## src/common/sd_cmd_pkg.sv

```systemverilog
package sd_cmd_pkg;

    // ========================================================================
    // command side
    // ========================================================================

    // command index as carried in the frame
    typedef logic [5:0] cmd_index_t;

    // command argument
    typedef logic [31:0] cmd_arg_t;

    // what the card is expected to send back
    typedef enum logic [1:0] {
        RESP_NONE  = 2'd0,
        RESP_SHORT = 2'd1,
        RESP_LONG  = 2'd2
    } resp_kind_t;

    // ========================================================================
    // response side
    // ========================================================================

    // 48-bit response, msb first on the line
    // raw view for shifting, field view for checking
    typedef union packed {
        logic [47:0] raw;
        struct packed {
            logic        start_bit;
            logic        trans_bit;
            logic [5:0]  index;
            logic [31:0] status;
            logic [6:0]  crc;
            logic        end_bit;
        } f;
    } short_resp_t;

    // 136-bit response, kept as captured incl. start and end bits
    typedef logic [135:0] long_resp_t;

endpackage

```

## src/common/sd_line_pkg.sv

```systemverilog
package sd_line_pkg;

    // ========================================================================
    // frame lengths on the command line
    // ========================================================================

    // start + trans + index + arg + crc7 + end
    localparam int unsigned CMD_FRAME_BITS = 48;

    // R1/R6/R7 style
    localparam int unsigned SHORT_RESP_BITS = 48;

    // R2 style, cid / csd
    localparam int unsigned LONG_RESP_BITS = 136;

    // ========================================================================
    // controller sequencing
    // ========================================================================

    typedef enum logic [2:0] {
        ST_IDLE      = 3'd0,
        // frame going out
        ST_SEND      = 3'd1,
        // waiting for the card start bit
        ST_WAIT_RESP = 3'd2,
        // response bits coming in
        ST_RECV      = 3'd3,
        // one cycle, cmd_done
        ST_FINISH    = 3'd4
    } ctrl_state_t;

endpackage

```

## src/hw/sd_clk_gen.sv

```systemverilog
`timescale 1ns/1ns

module sd_clk_gen #(
    parameter int CLK_DIV = 4
) (
    input  logic clk,
    input  logic rst_n,
    output logic sd_clk,
    output logic drive_tick,
    output logic sample_tick
);

    // clk cycles per sd_clk half period
    localparam int HALF  = CLK_DIV / 2;
    localparam int CNT_W = (HALF > 1) ? $clog2(HALF) : 1;

    logic [CNT_W-1:0] cnt;
    logic             edge_now;

    // last cycle of the half period
    assign edge_now = (cnt == CNT_W'(HALF - 1));

    always_ff @(posedge clk) begin
        if (!rst_n) begin
            cnt         <= '0;
            sd_clk      <= 1'b0;
            drive_tick  <= 1'b0;
            sample_tick <= 1'b0;
        end else begin
            drive_tick  <= 1'b0;
            sample_tick <= 1'b0;
            if (edge_now) begin
                cnt    <= '0;
                sd_clk <= ~sd_clk;
                // high -> low, host may change the line
                drive_tick  <= sd_clk;
                // low -> high, line is stable
                sample_tick <= ~sd_clk;
            end else begin
                cnt <= cnt + 1'b1;
            end
        end
    end

endmodule

```

## src/hw/crc7_gen.sv

```systemverilog
`timescale 1ns/1ns

module crc7_gen (
    input  logic       clk,
    input  logic       rst_n,
    input  logic       clear,
    input  logic       shift,
    input  logic       din,
    output logic [6:0] crc
);

    // feedback of x^7, folded in at x^3 and x^0
    logic       fb;
    logic [6:0] crc_next;

    assign fb       = din ^ crc[6];
    assign crc_next = {crc[5:3], crc[2] ^ fb, crc[1:0], fb};

    always_ff @(posedge clk) begin
        if (!rst_n) begin
            crc <= '0;
        end else if (clear) begin
            // new frame
            crc <= '0;
        end else if (shift) begin
            crc <= crc_next;
        end
    end

endmodule

```

## src/sd_cmd/sd_cmd_tx.sv

```systemverilog
`timescale 1ns/1ns

module sd_cmd_tx
    import sd_cmd_pkg::*;
    import sd_line_pkg::*;
(
    input  logic       clk,
    input  logic       rst_n,
    input  logic       drive_tick,
    input  logic       tx_start,
    input  cmd_index_t cmd_index,
    input  cmd_arg_t   cmd_arg,
    output logic       tx_done,
    output logic       sd_cmd_o,
    output logic       sd_cmd_oe
);

    // bits ahead of the crc: start, trans, index, arg
    localparam int PAYLOAD_BITS = CMD_FRAME_BITS - 8;
    localparam int CNT_W        = $clog2(CMD_FRAME_BITS + 1);

    logic [PAYLOAD_BITS-1:0] shifter;
    logic [CNT_W-1:0]        bit_cnt;
    logic                    armed;
    logic                    at_crc;
    logic                    frame_end;
    logic                    tx_bit;
    logic                    crc_shift;
    logic [6:0]              crc;

    // ========================================================================
    // bit position decode
    // ========================================================================

    // first crc bit comes straight from the crc register
    assign at_crc    = (bit_cnt == CNT_W'(PAYLOAD_BITS));
    assign frame_end = (bit_cnt == CNT_W'(CMD_FRAME_BITS));
    assign tx_bit    = at_crc ? crc[6] : shifter[PAYLOAD_BITS-1];

    // falling edge after the end bit
    assign tx_done   = drive_tick & armed & frame_end;

    // crc only sees the payload bits
    assign crc_shift = drive_tick & armed & (bit_cnt < CNT_W'(PAYLOAD_BITS));

    crc7_gen u_crc7 (
        .clk   (clk),
        .rst_n (rst_n),
        .clear (tx_start),
        .shift (crc_shift),
        .din   (shifter[PAYLOAD_BITS-1]),
        .crc   (crc)
    );

    // ========================================================================
    // line drive
    // ========================================================================

    always_ff @(posedge clk) begin
        if (!rst_n) begin
            armed     <= 1'b0;
            bit_cnt   <= '0;
            sd_cmd_o  <= 1'b1;
            sd_cmd_oe <= 1'b0;
        end else if (tx_start) begin
            // wait for next falling edge
            armed   <= 1'b1;
            bit_cnt <= '0;
        end else if (drive_tick && armed) begin
            if (frame_end) begin
                armed     <= 1'b0;
                sd_cmd_oe <= 1'b0;
                sd_cmd_o  <= 1'b1;
            end else begin
                sd_cmd_oe <= 1'b1;
                sd_cmd_o  <= tx_bit;
                bit_cnt   <= bit_cnt + 1'b1;
            end
        end
    end

    // payload shifter, refilled with crc tail + end bit
    always_ff @(posedge clk) begin
        if (tx_start) begin
            shifter <= {1'b0, 1'b1, cmd_index, cmd_arg};
        end else if (drive_tick && armed) begin
            if (at_crc) begin
                shifter <= {crc[5:0], 1'b1, {(PAYLOAD_BITS - 7){1'b0}}};
            end else begin
                shifter <= {shifter[PAYLOAD_BITS-2:0], 1'b0};
            end
        end
    end

endmodule

```

## src/sd_cmd/sd_cmd_rx.sv

```systemverilog
`timescale 1ns/1ns

module sd_cmd_rx
    import sd_cmd_pkg::*;
    import sd_line_pkg::*;
(
    input  logic        clk,
    input  logic        rst_n,
    input  logic        sample_tick,
    input  logic        rx_start,
    input  logic        rx_long,
    input  logic        sd_cmd_i,
    output logic        rx_started,
    output logic        rx_done,
    output short_resp_t resp_short,
    output long_resp_t  resp_long,
    output logic        crc_err
);

    // crc covers start, trans, index, status
    localparam int CRC_BITS = SHORT_RESP_BITS - 8;
    localparam int CNT_W    = $clog2(LONG_RESP_BITS);

    logic             armed;
    logic             receiving;
    logic             long_mode;
    logic [CNT_W-1:0] bit_cnt;
    logic [CNT_W-1:0] last_idx;
    logic             take_bit;
    logic             crc_shift;
    logic [6:0]       crc;
    short_resp_t      short_q;
    short_resp_t      short_next;
    long_resp_t       long_q;

    // ========================================================================
    // bit acceptance
    // ========================================================================

    assign last_idx = long_mode ? CNT_W'(LONG_RESP_BITS - 1) : CNT_W'(SHORT_RESP_BITS - 1);

    // first low sample while armed is the start bit
    assign rx_started = sample_tick & armed & ~sd_cmd_i;
    assign rx_done    = sample_tick & receiving & (bit_cnt == last_idx);
    assign take_bit   = rx_started | (sample_tick & receiving);

    // start bit counts as bit 0 of the crc
    assign crc_shift  = rx_started |
                        (sample_tick & receiving & (bit_cnt < CNT_W'(CRC_BITS)));

    // word as it will be once the current bit is in
    assign short_next.raw = {short_q.raw[SHORT_RESP_BITS-2:0], sd_cmd_i};

    crc7_gen u_crc7 (
        .clk   (clk),
        .rst_n (rst_n),
        .clear (rx_start),
        .shift (crc_shift),
        .din   (sd_cmd_i),
        .crc   (crc)
    );

    // ========================================================================
    // control
    // ========================================================================

    always_ff @(posedge clk) begin
        if (!rst_n) begin
            armed     <= 1'b0;
            receiving <= 1'b0;
            long_mode <= 1'b0;
            bit_cnt   <= '0;
            crc_err   <= 1'b0;
        end else if (rx_start) begin
            // rearm drops any capture still running
            armed     <= 1'b1;
            receiving <= 1'b0;
            long_mode <= rx_long;
            crc_err   <= 1'b0;
        end else if (rx_started) begin
            armed     <= 1'b0;
            receiving <= 1'b1;
            bit_cnt   <= CNT_W'(1);
        end else if (rx_done) begin
            receiving <= 1'b0;
            // bad crc field or missing end bit, short only
            crc_err   <= ~long_mode &
                         ((short_next.f.crc != crc) | ~short_next.f.end_bit);
        end else if (sample_tick && receiving) begin
            bit_cnt <= bit_cnt + 1'b1;
        end
    end

    // ========================================================================
    // capture, msb first
    // ========================================================================

    always_ff @(posedge clk) begin
        if (take_bit) begin
            short_q <= short_next;
            long_q  <= {long_q[LONG_RESP_BITS-2:0], sd_cmd_i};
        end
    end

    assign resp_short = short_q;
    assign resp_long  = long_q;

endmodule

```

## src/hw/sd_cmd_ctrl.sv

```systemverilog
`timescale 1ns/1ns

module sd_cmd_ctrl
    import sd_cmd_pkg::*;
    import sd_line_pkg::*;
#(
    parameter int RESP_TIMEOUT = 64
) (
    input  logic       clk,
    input  logic       rst_n,
    input  logic       drive_tick,
    input  logic       cmd_start,
    input  cmd_index_t cmd_index,
    input  logic       tx_done,
    input  logic       rx_started,
    input  logic       rx_done,
    output logic       tx_start,
    output logic       rx_start,
    output logic       rx_long,
    output logic       busy,
    output logic       cmd_done,
    output logic       resp_timeout
);

    localparam int TMR_W = (RESP_TIMEOUT > 1) ? $clog2(RESP_TIMEOUT) : 1;

    ctrl_state_t      state;
    resp_kind_t       kind_q;
    logic [TMR_W-1:0] timer;

    // cmd0 silent, cid/csd long, rest short
    function automatic resp_kind_t kind_of(input cmd_index_t idx);
        resp_kind_t k;
        case (idx)
            6'd0:                k = RESP_NONE;
            6'd2, 6'd9, 6'd10:   k = RESP_LONG;
            default:             k = RESP_SHORT;
        endcase
        return k;
    endfunction

    // ========================================================================
    // strobes to tx / rx
    // ========================================================================

    // tx latches index and arg in the accept cycle
    assign tx_start = cmd_start & (state == ST_IDLE);

    // rx armed for every command so its crc flag never goes stale
    assign rx_start = tx_done & (state == ST_SEND);
    assign rx_long  = (kind_q == RESP_LONG);

    // busy already low in the done cycle
    assign busy     = (state != ST_IDLE) & (state != ST_FINISH);
    assign cmd_done = (state == ST_FINISH);

    // ========================================================================
    // sequencing
    // ========================================================================

    always_ff @(posedge clk) begin
        if (!rst_n) begin
            state        <= ST_IDLE;
            kind_q       <= RESP_NONE;
            timer        <= '0;
            resp_timeout <= 1'b0;
        end else begin
            case (state)
                ST_IDLE: begin
                    if (cmd_start) begin
                        state        <= ST_SEND;
                        kind_q       <= kind_of(cmd_index);
                        resp_timeout <= 1'b0;
                    end
                end
                ST_SEND: begin
                    if (tx_done) begin
                        timer <= '0;
                        state <= (kind_q == RESP_NONE) ? ST_FINISH : ST_WAIT_RESP;
                    end
                end
                ST_WAIT_RESP: begin
                    // timeout counted in sd_clk periods
                    if (rx_started) begin
                        state <= ST_RECV;
                    end else if (drive_tick) begin
                        if (timer == TMR_W'(RESP_TIMEOUT - 1)) begin
                            resp_timeout <= 1'b1;
                            state        <= ST_FINISH;
                        end else begin
                            timer <= timer + 1'b1;
                        end
                    end
                end
                ST_RECV: begin
                    if (rx_done) begin
                        state <= ST_FINISH;
                    end
                end
                ST_FINISH: state <= ST_IDLE;
                default:   state <= ST_IDLE;
            endcase
        end
    end

endmodule

```

## src/hw/sd_host_top.sv

```systemverilog
`timescale 1ns/1ns

module sd_host_top
    import sd_cmd_pkg::*;
#(
    parameter int CLK_DIV      = 4,
    parameter int RESP_TIMEOUT = 64
) (
    input  logic        clk,
    input  logic        rst_n,
    input  cmd_index_t  cmd_index,
    input  cmd_arg_t    cmd_arg,
    input  logic        cmd_start,
    output logic        busy,
    output logic        cmd_done,
    output short_resp_t resp_short,
    output long_resp_t  resp_long,
    output logic        resp_timeout,
    output logic        resp_crc_err,
    output logic        sd_clk,
    output logic        sd_cmd_o,
    output logic        sd_cmd_oe,
    input  logic        sd_cmd_i
);

    // sd_clk edge strobes
    logic drive_tick;
    logic sample_tick;

    // ctrl <-> tx / rx
    logic tx_start;
    logic tx_done;
    logic rx_start;
    logic rx_long;
    logic rx_started;
    logic rx_done;

    sd_clk_gen #(
        .CLK_DIV (CLK_DIV)
    ) u_clk_gen (
        .clk         (clk),
        .rst_n       (rst_n),
        .sd_clk      (sd_clk),
        .drive_tick  (drive_tick),
        .sample_tick (sample_tick)
    );

    sd_cmd_ctrl #(
        .RESP_TIMEOUT (RESP_TIMEOUT)
    ) u_ctrl (
        .clk          (clk),
        .rst_n        (rst_n),
        .drive_tick   (drive_tick),
        .cmd_start    (cmd_start),
        .cmd_index    (cmd_index),
        .tx_done      (tx_done),
        .rx_started   (rx_started),
        .rx_done      (rx_done),
        .tx_start     (tx_start),
        .rx_start     (rx_start),
        .rx_long      (rx_long),
        .busy         (busy),
        .cmd_done     (cmd_done),
        .resp_timeout (resp_timeout)
    );

    sd_cmd_tx u_tx (
        .clk        (clk),
        .rst_n      (rst_n),
        .drive_tick (drive_tick),
        .tx_start   (tx_start),
        .cmd_index  (cmd_index),
        .cmd_arg    (cmd_arg),
        .tx_done    (tx_done),
        .sd_cmd_o   (sd_cmd_o),
        .sd_cmd_oe  (sd_cmd_oe)
    );

    sd_cmd_rx u_rx (
        .clk         (clk),
        .rst_n       (rst_n),
        .sample_tick (sample_tick),
        .rx_start    (rx_start),
        .rx_long     (rx_long),
        .sd_cmd_i    (sd_cmd_i),
        .rx_started  (rx_started),
        .rx_done     (rx_done),
        .resp_short  (resp_short),
        .resp_long   (resp_long),
        .crc_err     (resp_crc_err)
    );

endmodule

```

## config.mk

```make
export PLATFORM = sky130hd
export DESIGN_NAME = sd_host_top
export DESIGN_NICKNAME = d
export VERILOG_FILES = /design/src/common/sd_cmd_pkg.sv /design/src/common/sd_line_pkg.sv /design/src/hw/sd_clk_gen.sv /design/src/hw/crc7_gen.sv /design/src/sd_cmd/sd_cmd_tx.sv /design/src/sd_cmd/sd_cmd_rx.sv /design/src/hw/sd_cmd_ctrl.sv /design/src/hw/sd_host_top.sv
export SDC_FILE = /design/constraint.sdc
export NUM_CORES = 1
export LEC_CHECK = 0
export BUFFER_PORTS_ARGS = -buffer_cell sky130_fd_sc_hd__buf_2
export CELL_PAD_IN_SITES_DETAIL_PLACEMENT = 0
export CELL_PAD_IN_SITES_GLOBAL_PLACEMENT = 1
export CORE_ASPECT_RATIO = 0.5
export CORE_MARGIN = 3
export CORE_UTILIZATION = 42
export CTS_CLUSTER_SIZE = 8
export DETAILED_ROUTE_END_ITERATION = 16
export PLACE_DENSITY = 0.87
export RECOVER_POWER = 25
export SLEW_MARGIN = 30
export SYNTH_ARGS = -nofsm -noshare
export SYNTH_HDL_FRONTEND = slang
export SYNTH_HIERARCHICAL = 1
export SYNTH_SLANG_ARGS = --single-unit
```

## constraint.sdc

```tcl
create_clock -name clk -period 5.01 [get_ports clk]
set_input_delay 0 -clock clk [delete_from_list [all_inputs] [get_ports clk]]
set_output_delay 0 -clock clk [all_outputs]
set_load 0.02 [all_outputs]
```

==> flow_summary.yaml, run 1 <==
sta:
  fin_crit_sh_pct: 54.08
  drv_slew: 0
  fin_tns_setup_ns: 0
  min_period_ns: 2.709
  worst_slew_pin_slew_ns: 0.8165
  hold-worst-slack_ns: 0.02263
  final-setup-viol-count: 0
  fin_skew_ns: 0.01272
  max_freq_mhz: 369.1
  hold_violations: 0
  relSlewSlack_pct: 45.36
  fin_ws_ns: 2.301
  rsz0062_at_grt: "no"
critical_path:
  cp.required_ns: 5.38
  r2r_start: "u_tx/bit_cnt[0]"
  r2r_end: "u_rx/u_crc7/crc[3]"
  critPathMaxFanout: 17
  startpoint_type: "flop"
  reg2reg_setup_slack_ns: 2.30
  critical_path.endpoint: "u_rx/u_crc7/crc[3]"
  cp-end-kind: "flop"
  crit_type: "flop to flop"
  cp-startpoint: "u_tx/bit_cnt[0]"
  cp.arrival_ns: 3.07
  r2r_cells: 11
routing:
  dr.pass1.iters: 4
  wire_per_inst_um: 17.20
  drtIter0Drc: 590
  drc: 0
  wl_um: 20260
  drtAntennaViolNets: 0
  vias: 5895
  avgViaCountPerCell: 5.004
clocking:
  cts_resized: 0
  cts_hold_buffers: 41
  cts_sinks: 227
  insertion_delay_ns: 0.48
  clock_path_buffers: 3
  cts_inserted_buffers: 34
  cts_max_level: 2
  clkTransAtPathRegs_ns: 0.05
  cts_setup_buffers: 0
  cts_tree: "done"
  cts-root-buf: "clkbuf_16"
floorplanning:
  start_util_pct: 43.34
  dieArea_sq_um: 23350
  die_h_um: 109.6
  fp.dieW_um: 213.1
  core-area_sq_um: 20790
  std_cell_rows: 37
  io-pin-count: 233
cells_and_area:
  layout-drive-gt1-share_pct: 32.15
  area_growth_pct: 25.68
  fin_area_sq_um: 11320
  fin_cells: 1178
  insertedDiodeCount: 0
  nFillCells: 1668
  fin_nets: 940
logic_synthesis:
  yosys.area_share.simple_pct: 11.99
  synth_fp_nets: 711
  synth_top_family_by_area: "simple AND/OR/NAND/NOR gates"
  synthXorXnorAreaFrac_pct: 1.556
  ys_ff_latch: 227
  yosysSeqAreaShare_pct: 69.78
  synth-async-reset-ratio_pct: 0
  synth_compound_gate_area_share_pct: 7.319
  synth_warnings: 6
  syn_area_sq_um: 9009
  synth_adder_area_share_pct: 0.5556
  synthFlopType: "edfxtp_1"
  synth_cell_type_count: 64
  synth.mux.area_fraction_pct: 2.014
  syn_inst: 665
  synth_area_per_cell_sq_um: 13.55
  synth_edf_count: 174
flow_run:
  drv_cap: 0
grt:
  grt_usage_pct: 16.34
  antenna_found_initial: 0
  grt_max_degree: 84
  grt_pass1_wl_um: 30150
  grt_pass1_vias: 5637
  gr-total-overflow: 0
hold_path:
  hp-class: "input port to flop"
power_and_ir_drop:
  cell_internal_pwr_w: 0.003495
  switchingPower_w: 0.0009883
  power.density_nw_per_um2: 396.0
  p_leak_nw: 3.912
  seqPwrFrac_pct: 48.9
  p_sw_share_pct: 22.04
  power_frac_comb_pct: 7.0
  power.share.clock_pct: 44.2
  ir_drop_v: 0.0002253
placement:
  dp.cells: 1090
  finalWeightedCongestion: 0.8195
  place_area_sq_um: 9992
  dp_hpwl_um: 13310
  numPortBuffers: 232
  place_ws_ns: 2.322
outcome:
  status: "complete, no violations"
sequential cells by signal, indices dropped and copies added, names as in the netlist, 2 cells and up:
signal,cells
u_rx/bit_cnt,8
u_tx/bit_cnt,6
u_tx/shifter,40
u_tx/u_crc7/crc,7
u_rx/u_crc7/crc,7
u_ctrl/timer,6
u_ctrl/state,3
u_ctrl/kind_q,2
u_rx/resp_short,47
u_rx/resp_long,89
placed cells by master (no fill, tap or decap), drive strengths merged, types with 9 or more instances in the layout:
cell         instances
a21oi               15
buf                227
clkbuf              52
dfxtp               53
dlygate4sd3         41
edfxtp             174
inv                 11
mux2i               17
nand2               95
nand2b               9
nand4               10
nor2                34
o21ai               46
xnor2               10
routing by layer:
layer	share of wire (%)	up-vias	global-route usage [%]	wire length, um
met3	5.8	20	3.877	1185
met2	50	177	28.43	10180
met4	1.1	0	3.936	217
met5	0	-	0	0
li1	-	2819	-	-
met1	43	2879	20.90	8681
power by group through the flow:
stage | clock (W) | sequential (W) | combinational, W
floorplan | 0 | 0.00221 | 0.000214
global placement | 0 | 0.00222 | 0.000271
detailed placement | 0 | 0.00222 | 0.000279
CTS | 0.00203 | 0.00219 | 0.000309
global route | 0.00212 | 0.00220 | 0.000357
finish | 0.00198 | 0.00219 | 0.000313
worst min path at each step:
stage,startpoint,to,slack (ns),cells past startpoint
finish,rst_n,u_tx/armed,0.02,2
global placement,sd_cmd_i,u_rx/resp_short[0],0.25,1
global route,rst_n,u_rx/bit_cnt[0],0.03,2
detailed placement,sd_cmd_i,u_rx/resp_short[0],0.25,1
floorplan,sd_cmd_i,u_rx/resp_short[0],0.1,0
CTS,cmd_start,u_ctrl/state[1],0.02,5
cell families after synthesis:
kind of cell | after synthesis
AO/OA/AOI/OAI | 101
AND/OR/NAND/NOR | 206
XOR/XNOR | 16
adder cells (fa/ha/maj) | 4
buffers and inverters | 93
multiplexers | 18
flip-flops | 227
Yosys cell counts (5+ instances only):
| library cell | count | area, sq um |
|---|---|---|
| nand2b_1 | 9 | 56.30 |
| and3_1 | 6 | 37.54 |
| xor2_1 | 6 | 52.55 |
| nor3b_1 | 5 | 37.54 |
| buf_2 | 7 | 35.03 |
| nor3_1 | 6 | 30.03 |
| o21ai_0 | 38 | 190.2 |
| a31oi_1 | 6 | 37.54 |
| clkbuf_1 | 11 | 41.29 |
| edfxtp_1 | 174 | 5225 |
| o21ai_1 | 8 | 40.04 |
| nand4_1 | 10 | 62.56 |
| nand2_1 | 95 | 356.6 |
| a21oi_1 | 15 | 75.07 |
| inv_1 | 9 | 33.78 |
| nand3_1 | 7 | 35.03 |
| nor2_1 | 34 | 127.6 |
| buf_4 | 60 | 450.4 |
| dfxtp_1 | 53 | 1061 |
| mux2i_1 | 17 | 170.2 |
| nor2b_1 | 5 | 31.28 |
| xnor2_1 | 10 | 87.58 |
critical path, cell delays in order, from the launching register on:
cell and delay, ns:
dfxtp_1 0.34, inv_1 0.09, ha_1 0.20, nand3b_4 0.10, or3b_2 0.51, nor2_1 0.12, nand2_1 0.11, nor3_1 0.16
buf_4 0.24, nand2b_1 0.34, nor3b_1 0.10, a211o_1 0.29
through the flow:
step	total power, W	utilization, %
2_1_floorplan	0.002422	-
3_3_place_gp	0.002490	48.02
3_5_place_dp	0.002503	48.07
4_1_cts	0.004533	54.50
5_1_grt	0.004676	54.47
6_report	0.004484	54.47
layout make-up:
class | count | area (sq um) | area share (%)
Clock inverter | 4 | 41.29 | 0.3647
Timing Repair Buffer | 277 | 1590 | 14.05
Clock buffer | 43 | 884.6 | 7.813
Multi-Input combinational cell | 345 | 2145 | 18.94
Sequential cell | 227 | 6286 | 55.52
Inverter | 9 | 33.78 | 0.2984
Tap cell | 273 | 341.6 | 3.017
Note: power is estimated with default switching activity, not from simulation.
==> run 2: changes to the inputs <==
==> constraint.sdc (replaced) <==
create_clock -name clk -period 2.7 [get_ports clk]
set_input_delay 0 -clock clk [delete_from_list [all_inputs] [get_ports clk]]
set_output_delay 0 -clock clk [all_outputs]
set_load 0.02 [all_outputs]
==> run 2 against run 1 <==
Against the previous run: die area is the same; sequential power grew 85%; wire length grew 1.0%; sequential share of layout area shrank 0.59 points; clock skew shrank 0.0011 ns; core utilization grew 0.59 points; combinational power grew 95%; clock power grew 93%; register-to-register slack lost 2.1 ns; global-route usage grew 0.57 points; power grew 90%; via count grew 1.3%; largest power group unchanged.
==> flow_summary.yaml, run 2 (synthesized netlist as in run 1, its figures left out) <==
clocking:
  cts_tree: "done"
  cts_resized: 0
  cts_setup_buffers: 0
  clkTransAtPathRegs_ns: 0.05
  cts_max_level: 2
  insertion_delay_ns: 0.49
  cts_inserted_buffers: 34
  cts_hold_buffers: 42
  cts_sinks: 227
  cts-root-buf: "clkbuf_16"
  clock_path_buffers: 3
floorplanning:
  fp.dieW_um: 213.1
  die_h_um: 109.6
  std_cell_rows: 37
  start_util_pct: 43.34
  core-area_sq_um: 20790
  io-pin-count: 233
  dieArea_sq_um: 23350
power_and_ir_drop:
  p_leak_nw: 3.977
  power.density_nw_per_um2: 742.8
  ir_drop_v: 0.0004244
sta:
  min_period_ns: 2.533
  rsz0062_at_grt: "no"
  hold_violations: 0
  fin_skew_ns: 0.01166
  drv_slew: 0
  final-setup-viol-count: 0
  fin_tns_setup_ns: 0
  worst_slew_pin_slew_ns: 0.6973
  fin_crit_sh_pct: 93.82
  relSlewSlack_pct: 53.41
  hold-worst-slack_ns: 0.02503
  max_freq_mhz: 394.8
flow_run:
  drv_cap: 0
routing:
  drc: 0
  dr.pass1.iters: 5
  drtIter0Drc: 494
  wl_um: 20470
  wire_per_inst_um: 17.23
  avgViaCountPerCell: 5.028
  drtAntennaViolNets: 0
  vias: 5973
grt:
  antenna_found_initial: 0
  grt_pass1_wl_um: 30970
  grt_max_degree: 63
  gr-total-overflow: 0
  grt_pass1_vias: 5679
  grt_usage_pct: 16.91
critical_path:
  crit_type: "flop to flop"
  cp.arrival_ns: 2.94
  cp.required_ns: 3.11
  cp-end-kind: "flop"
  critPathMaxFanout: 16
  startpoint_type: "flop"
  reg2reg_setup_slack_ns: 0.17
cells_and_area:
  area_growth_pct: 27.04
  layout-drive-gt1-share_pct: 32.71
  fin_nets: 949
  nFillCells: 1649
  final_common_cell: "buf_2"
  largest_register_ff_count: 89
  final_cell_mix: "223 x buf_2, 174 x edfxtp_1, 94 x nand2_1"
placement:
  numPortBuffers: 232
  dp_hpwl_um: 13800
  finalWeightedCongestion: 0.8108
outcome:
  status: "complete, no violations"
hold_path:
  hp-class: "input port to flop"
## run 2: cell count changes in the layout (fill, tap and decap cells not counted), sizes merged
cell and delta:
buf +8, clkbuf +3, clkinv -1, diode +1, dlygate4sd3 +1, inv -2
## run 2: path summary, 6_finish.rpt
kind	start	cells past startpoint	end
worst max-delay path	u_tx/bit_cnt[0]	11	u_rx/bit_cnt[3]
worst min-delay path	rst_n	2	u_rx/bit_cnt[0]
worst max register to register	u_tx/bit_cnt[0]	11	u_rx/bit_cnt[3]
worst min register to register	u_rx/resp_long[83]	0	u_rx/resp_long[84]
## run 2: worst max-delay path: stages, from the launching register on
cell      delay [ns]
dfxtp_1         0.34
inv_1           0.09
ha_1            0.19
nand3b_4        0.09
or3b_2          0.51
nor2_1          0.12
nand2_1         0.12
nor3_1          0.24
buf_4           0.26
nor2_1          0.12
and3_1          0.20
o22ai_1         0.16
## run 2: area by class of cell
cell class / instances / area, sq um / share of cell area (%)
inverter: 9 / 33.78 / 0.2952
clock buffer: 46 / 959.7 / 8.385
antenna: 1 / 2.502 / 0.02187
timing repair buffer: 286 / 1685 / 14.73
sequential: 227 / 6286 / 54.93
tap: 273 / 341.6 / 2.985
multi-input combinational: 345 / 2128 / 18.60
clock inverter: 1 / 7.507 / 0.06560
## run 2: where the power goes
group	switching [W]	internal (W)
Sequential	0.0000772	0.00398
Combinational	0.000365	0.000246
Clock	0.00140	0.00243
## run 2: metrics by stage
step | total power, W | setup WS (ns) | std cells | utilization, % | cell area, sq um
4_1_cts | 0.008597 | 0.2056 | 1187 | 55.10 | 11450
3_3_place_gp | 0.004654 | 0.2948 | 1098 | 48.43 | 10070
6_report | 0.008501 | 0.1668 | 1188 | 55.06 | 11440
2_1_floorplan | 0.004492 | 0.01825 | 665 | - | 9014
5_1_grt | 0.008848 | 0.01696 | 1187 | 55.05 | 11440
3_5_place_dp | 0.004678 | 0.2258 | 1098 | 48.43 | 10070
## run 2: layer usage
metal | up-vias | routed length (um) | global-route usage [%]
met5 | - | 0 | 0
met4 | 0 | 464 | 5.832
met3 | 46 | 1250 | 4.247
met2 | 202 | 9983 | 28.75
met1 | 2895 | 8774 | 21.35
li1 | 2830 | - | -
==> run 3: changes to the inputs <==
--- a/config.mk
+++ b/config.mk
@@ -10,10 +10,11 @@
 export CELL_PAD_IN_SITES_GLOBAL_PLACEMENT = 1
 export CORE_ASPECT_RATIO = 0.5
 export CORE_MARGIN = 3
-export CORE_UTILIZATION = 42
+export CORE_UTILIZATION = 44
+export CTS_BUF_LIST = sky130_fd_sc_hd__clkbuf_2
 export CTS_CLUSTER_SIZE = 8
 export DETAILED_ROUTE_END_ITERATION = 16
-export PLACE_DENSITY = 0.87
+export PLACE_DENSITY = 0.9
 export RECOVER_POWER = 25
 export SLEW_MARGIN = 30
 export SYNTH_ARGS = -nofsm -noshare
==> constraint.sdc (replaced) <==
create_clock -name clk -period 2.7 [get_ports clk]
set_input_delay 0.135 -clock clk [delete_from_list [all_inputs] [get_ports clk]]
set_output_delay 0.135 -clock clk [all_outputs]
set_load 0.02 [all_outputs]
==> run 3 against run 2 <==
Against the previous run: critical path depth shrank 5; final area shrank 4.0%; largest cell class unchanged; count of clock-buffer cells in the layout grew 33; wire length shrank 2.7%; largest power group unchanged; power shrank 20%; first-iteration DRC count grew 12%.
==> flow_summary.yaml, run 3 (synthesized netlist as in run 1, its figures left out) <==
outcome:
  status: "complete, no violations"
critical_path:
  cp_slowest_cell: "or4b_2"
  cp-startpoint: "u_ctrl/state[0]"
  crit_buf_inv: 3
  startpoint_type: "flop"
  cp-end-kind: "flop"
  cp.required_ns: 3.38
  critical_path.endpoint: "u_ctrl/kind_q[0]"
  r2r_end: "u_ctrl/kind_q[0]"
  crit_type: "flop to flop"
  crit_chain: "or4b_2 > inv_4 > buf_12 > o21ai_0 > a21oi_1 > dlygate4sd3_1"
  r2r_cells: 6
  r2r_start: "u_ctrl/state[0]"
  reg2reg_setup_slack_ns: 0.18
  cpPeakStageDelay_ns: 0.70
  cp.arrival_ns: 3.20
  crit_family: "buffers and inverters"
  crit_cells: 6
  critPathMaxFanout: 66
grt:
  grt_pass1_wl_um: 30880
  grt_pass1_vias: 5684
  gr-total-overflow: 0
  antenna_found_initial: 0
  grt_usage_pct: 17.01
  grt_max_degree: 67
sta:
  relSlewSlack_pct: 31.47
  worst_slew_pin_slew_ns: 1.024
  hold-worst-slack_ns: 0.2179
  hold_violations: 0
  max_freq_mhz: 396.7
  fin_skew_ns: 0.07637
  min_period_ns: 2.521
  final-setup-viol-count: 0
  drv_slew: 0
  fin_crit_sh_pct: 93.36
  rsz0062_at_grt: "no"
  fin_tns_setup_ns: 0
cells_and_area:
  fin_nets: 967
  nFillCells: 1601
  final_cell_mix: "231 x buf_2, 174 x edfxtp_1, 94 x nand2_1"
  insertedDiodeCount: 0
  area_growth_pct: 21.90
  layout-drive-gt1-share_pct: 37.20
  final_common_cell: "buf_2"
  largest_register_ff_count: 89
  fin_cells: 1223
routing:
  drtAntennaViolNets: 0
  wire_per_inst_um: 16.29
  dr.pass1.iters: 4
  vias: 6013
  wl_um: 19930
  avgViaCountPerCell: 4.917
  drc: 0
  drtIter0Drc: 552
power_and_ir_drop:
  design_power_total_w: 0.006773
  ir_drop_v: 0.0002186
  power.density_nw_per_um2: 616.8
  p_leak_nw: 3.917
flow_run:
  drv_cap: 0
placement:
  finalWeightedCongestion: 0.8164
  dp_hpwl_um: 13390
  dp.cells: 1087
  numPortBuffers: 232
floorplanning:
  start_util_pct: 45.56
  core-area_sq_um: 19770
  die_h_um: 107.2
  fp.dieW_um: 208.4
  io-pin-count: 233
  dieArea_sq_um: 22330
  std_cell_rows: 36
clocking:
  insertion_delay_ns: 0.74
  cts-root-buf: "clkbuf_2"
  clock_path_buffers: 3
  cts_max_level: 2
  clkTransAtPathRegs_ns: 0.14
  cts_sinks: 227
  cts_tree: "done"
  cts_inserted_buffers: 50
hold_path:
  hp-class: "input port to flop"
==> run 3: changes by cell type in the layout (fill, tap and decap cells not counted), moves of 3 or more <==
cell / before / now
dfxtp_1: 53 / 50
clkbuf_1: 18 / 2
clkinv_1: 0 / 5
clkbuf_16: 37 / 0
buf_2: 223 / 231
dfxtp_2: 0 / 3
clkbuf_2: 0 / 79
==> run 3: metal layers <==
layer | vias to the layer above | part of all wire, % | GRT usage (%)
met4 | 0 | 0.56 | 3.844
met1 | 2921 | 44 | 22.83
met2 | 184 | 49 | 28.29
met5 | - | 0 | 0
met3 | 11 | 5.9 | 4.209
li1 | 2897 | - | -
==> run 3: worst min-delay path by stage <==
stage	start	end	cells after the start
6_report	cmd_arg[18]	u_tx/shifter[18]	4
5_1_grt	cmd_arg[18]	u_tx/shifter[18]	4
4_1_cts	cmd_arg[18]	u_tx/shifter[18]	4
3_5_place_dp	sd_cmd_i	u_rx/resp_short[0]	1
3_3_place_gp	sd_cmd_i	u_rx/resp_short[0]	1
2_1_floorplan	sd_cmd_i	u_rx/resp_short[0]	0
==> run 3: repair_timing <==
action | CTS | global route
setup buffers | 0 | 5
resized for setup | 0 | 7
hold buffers | 43 | 0
setup endpoints to repair | 0 | 3
endpoints found under the hold margin | 69 | 0
==> run 3: worst min-delay path, cell delays in order <==
cell and delay [ns]:
dlygate4sd3_1 0.52, buf_2 0.10, nand2_1 0.04, o21ai_0 0.06
==> run 3: report_power, final <==
group          switching [W]  total [W]  internal, W
clock network        0.00126    0.00212     0.000860
registers          0.0000819    0.00405      0.00397
logic               0.000356   0.000604     0.000247
==> run 3: layout make-up <==
type / instances / area (sq um) / share of cell area (%)
clock buffers: 79 / 395.4 / 3.600
clock inverters: 9 / 65.06 / 0.5925
inverters: 9 / 36.28 / 0.3304
multi-input cells: 345 / 2126 / 19.36
flip-flops and latches: 227 / 6290 / 57.27
well taps: 266 / 332.8 / 3.031
repair buffers: 288 / 1737 / 15.81
==> run 3: through the flow <==
stage	setup WS (ns)	util, %	instance area (sq um)
floorplan	0.01825	-	9014
global placement	0.2283	50.88	10060
detailed placement	0.2070	50.88	10060
CTS	0.05943	55.38	10950
global route	0.02132	55.54	10980
finish	0.1793	55.54	10980
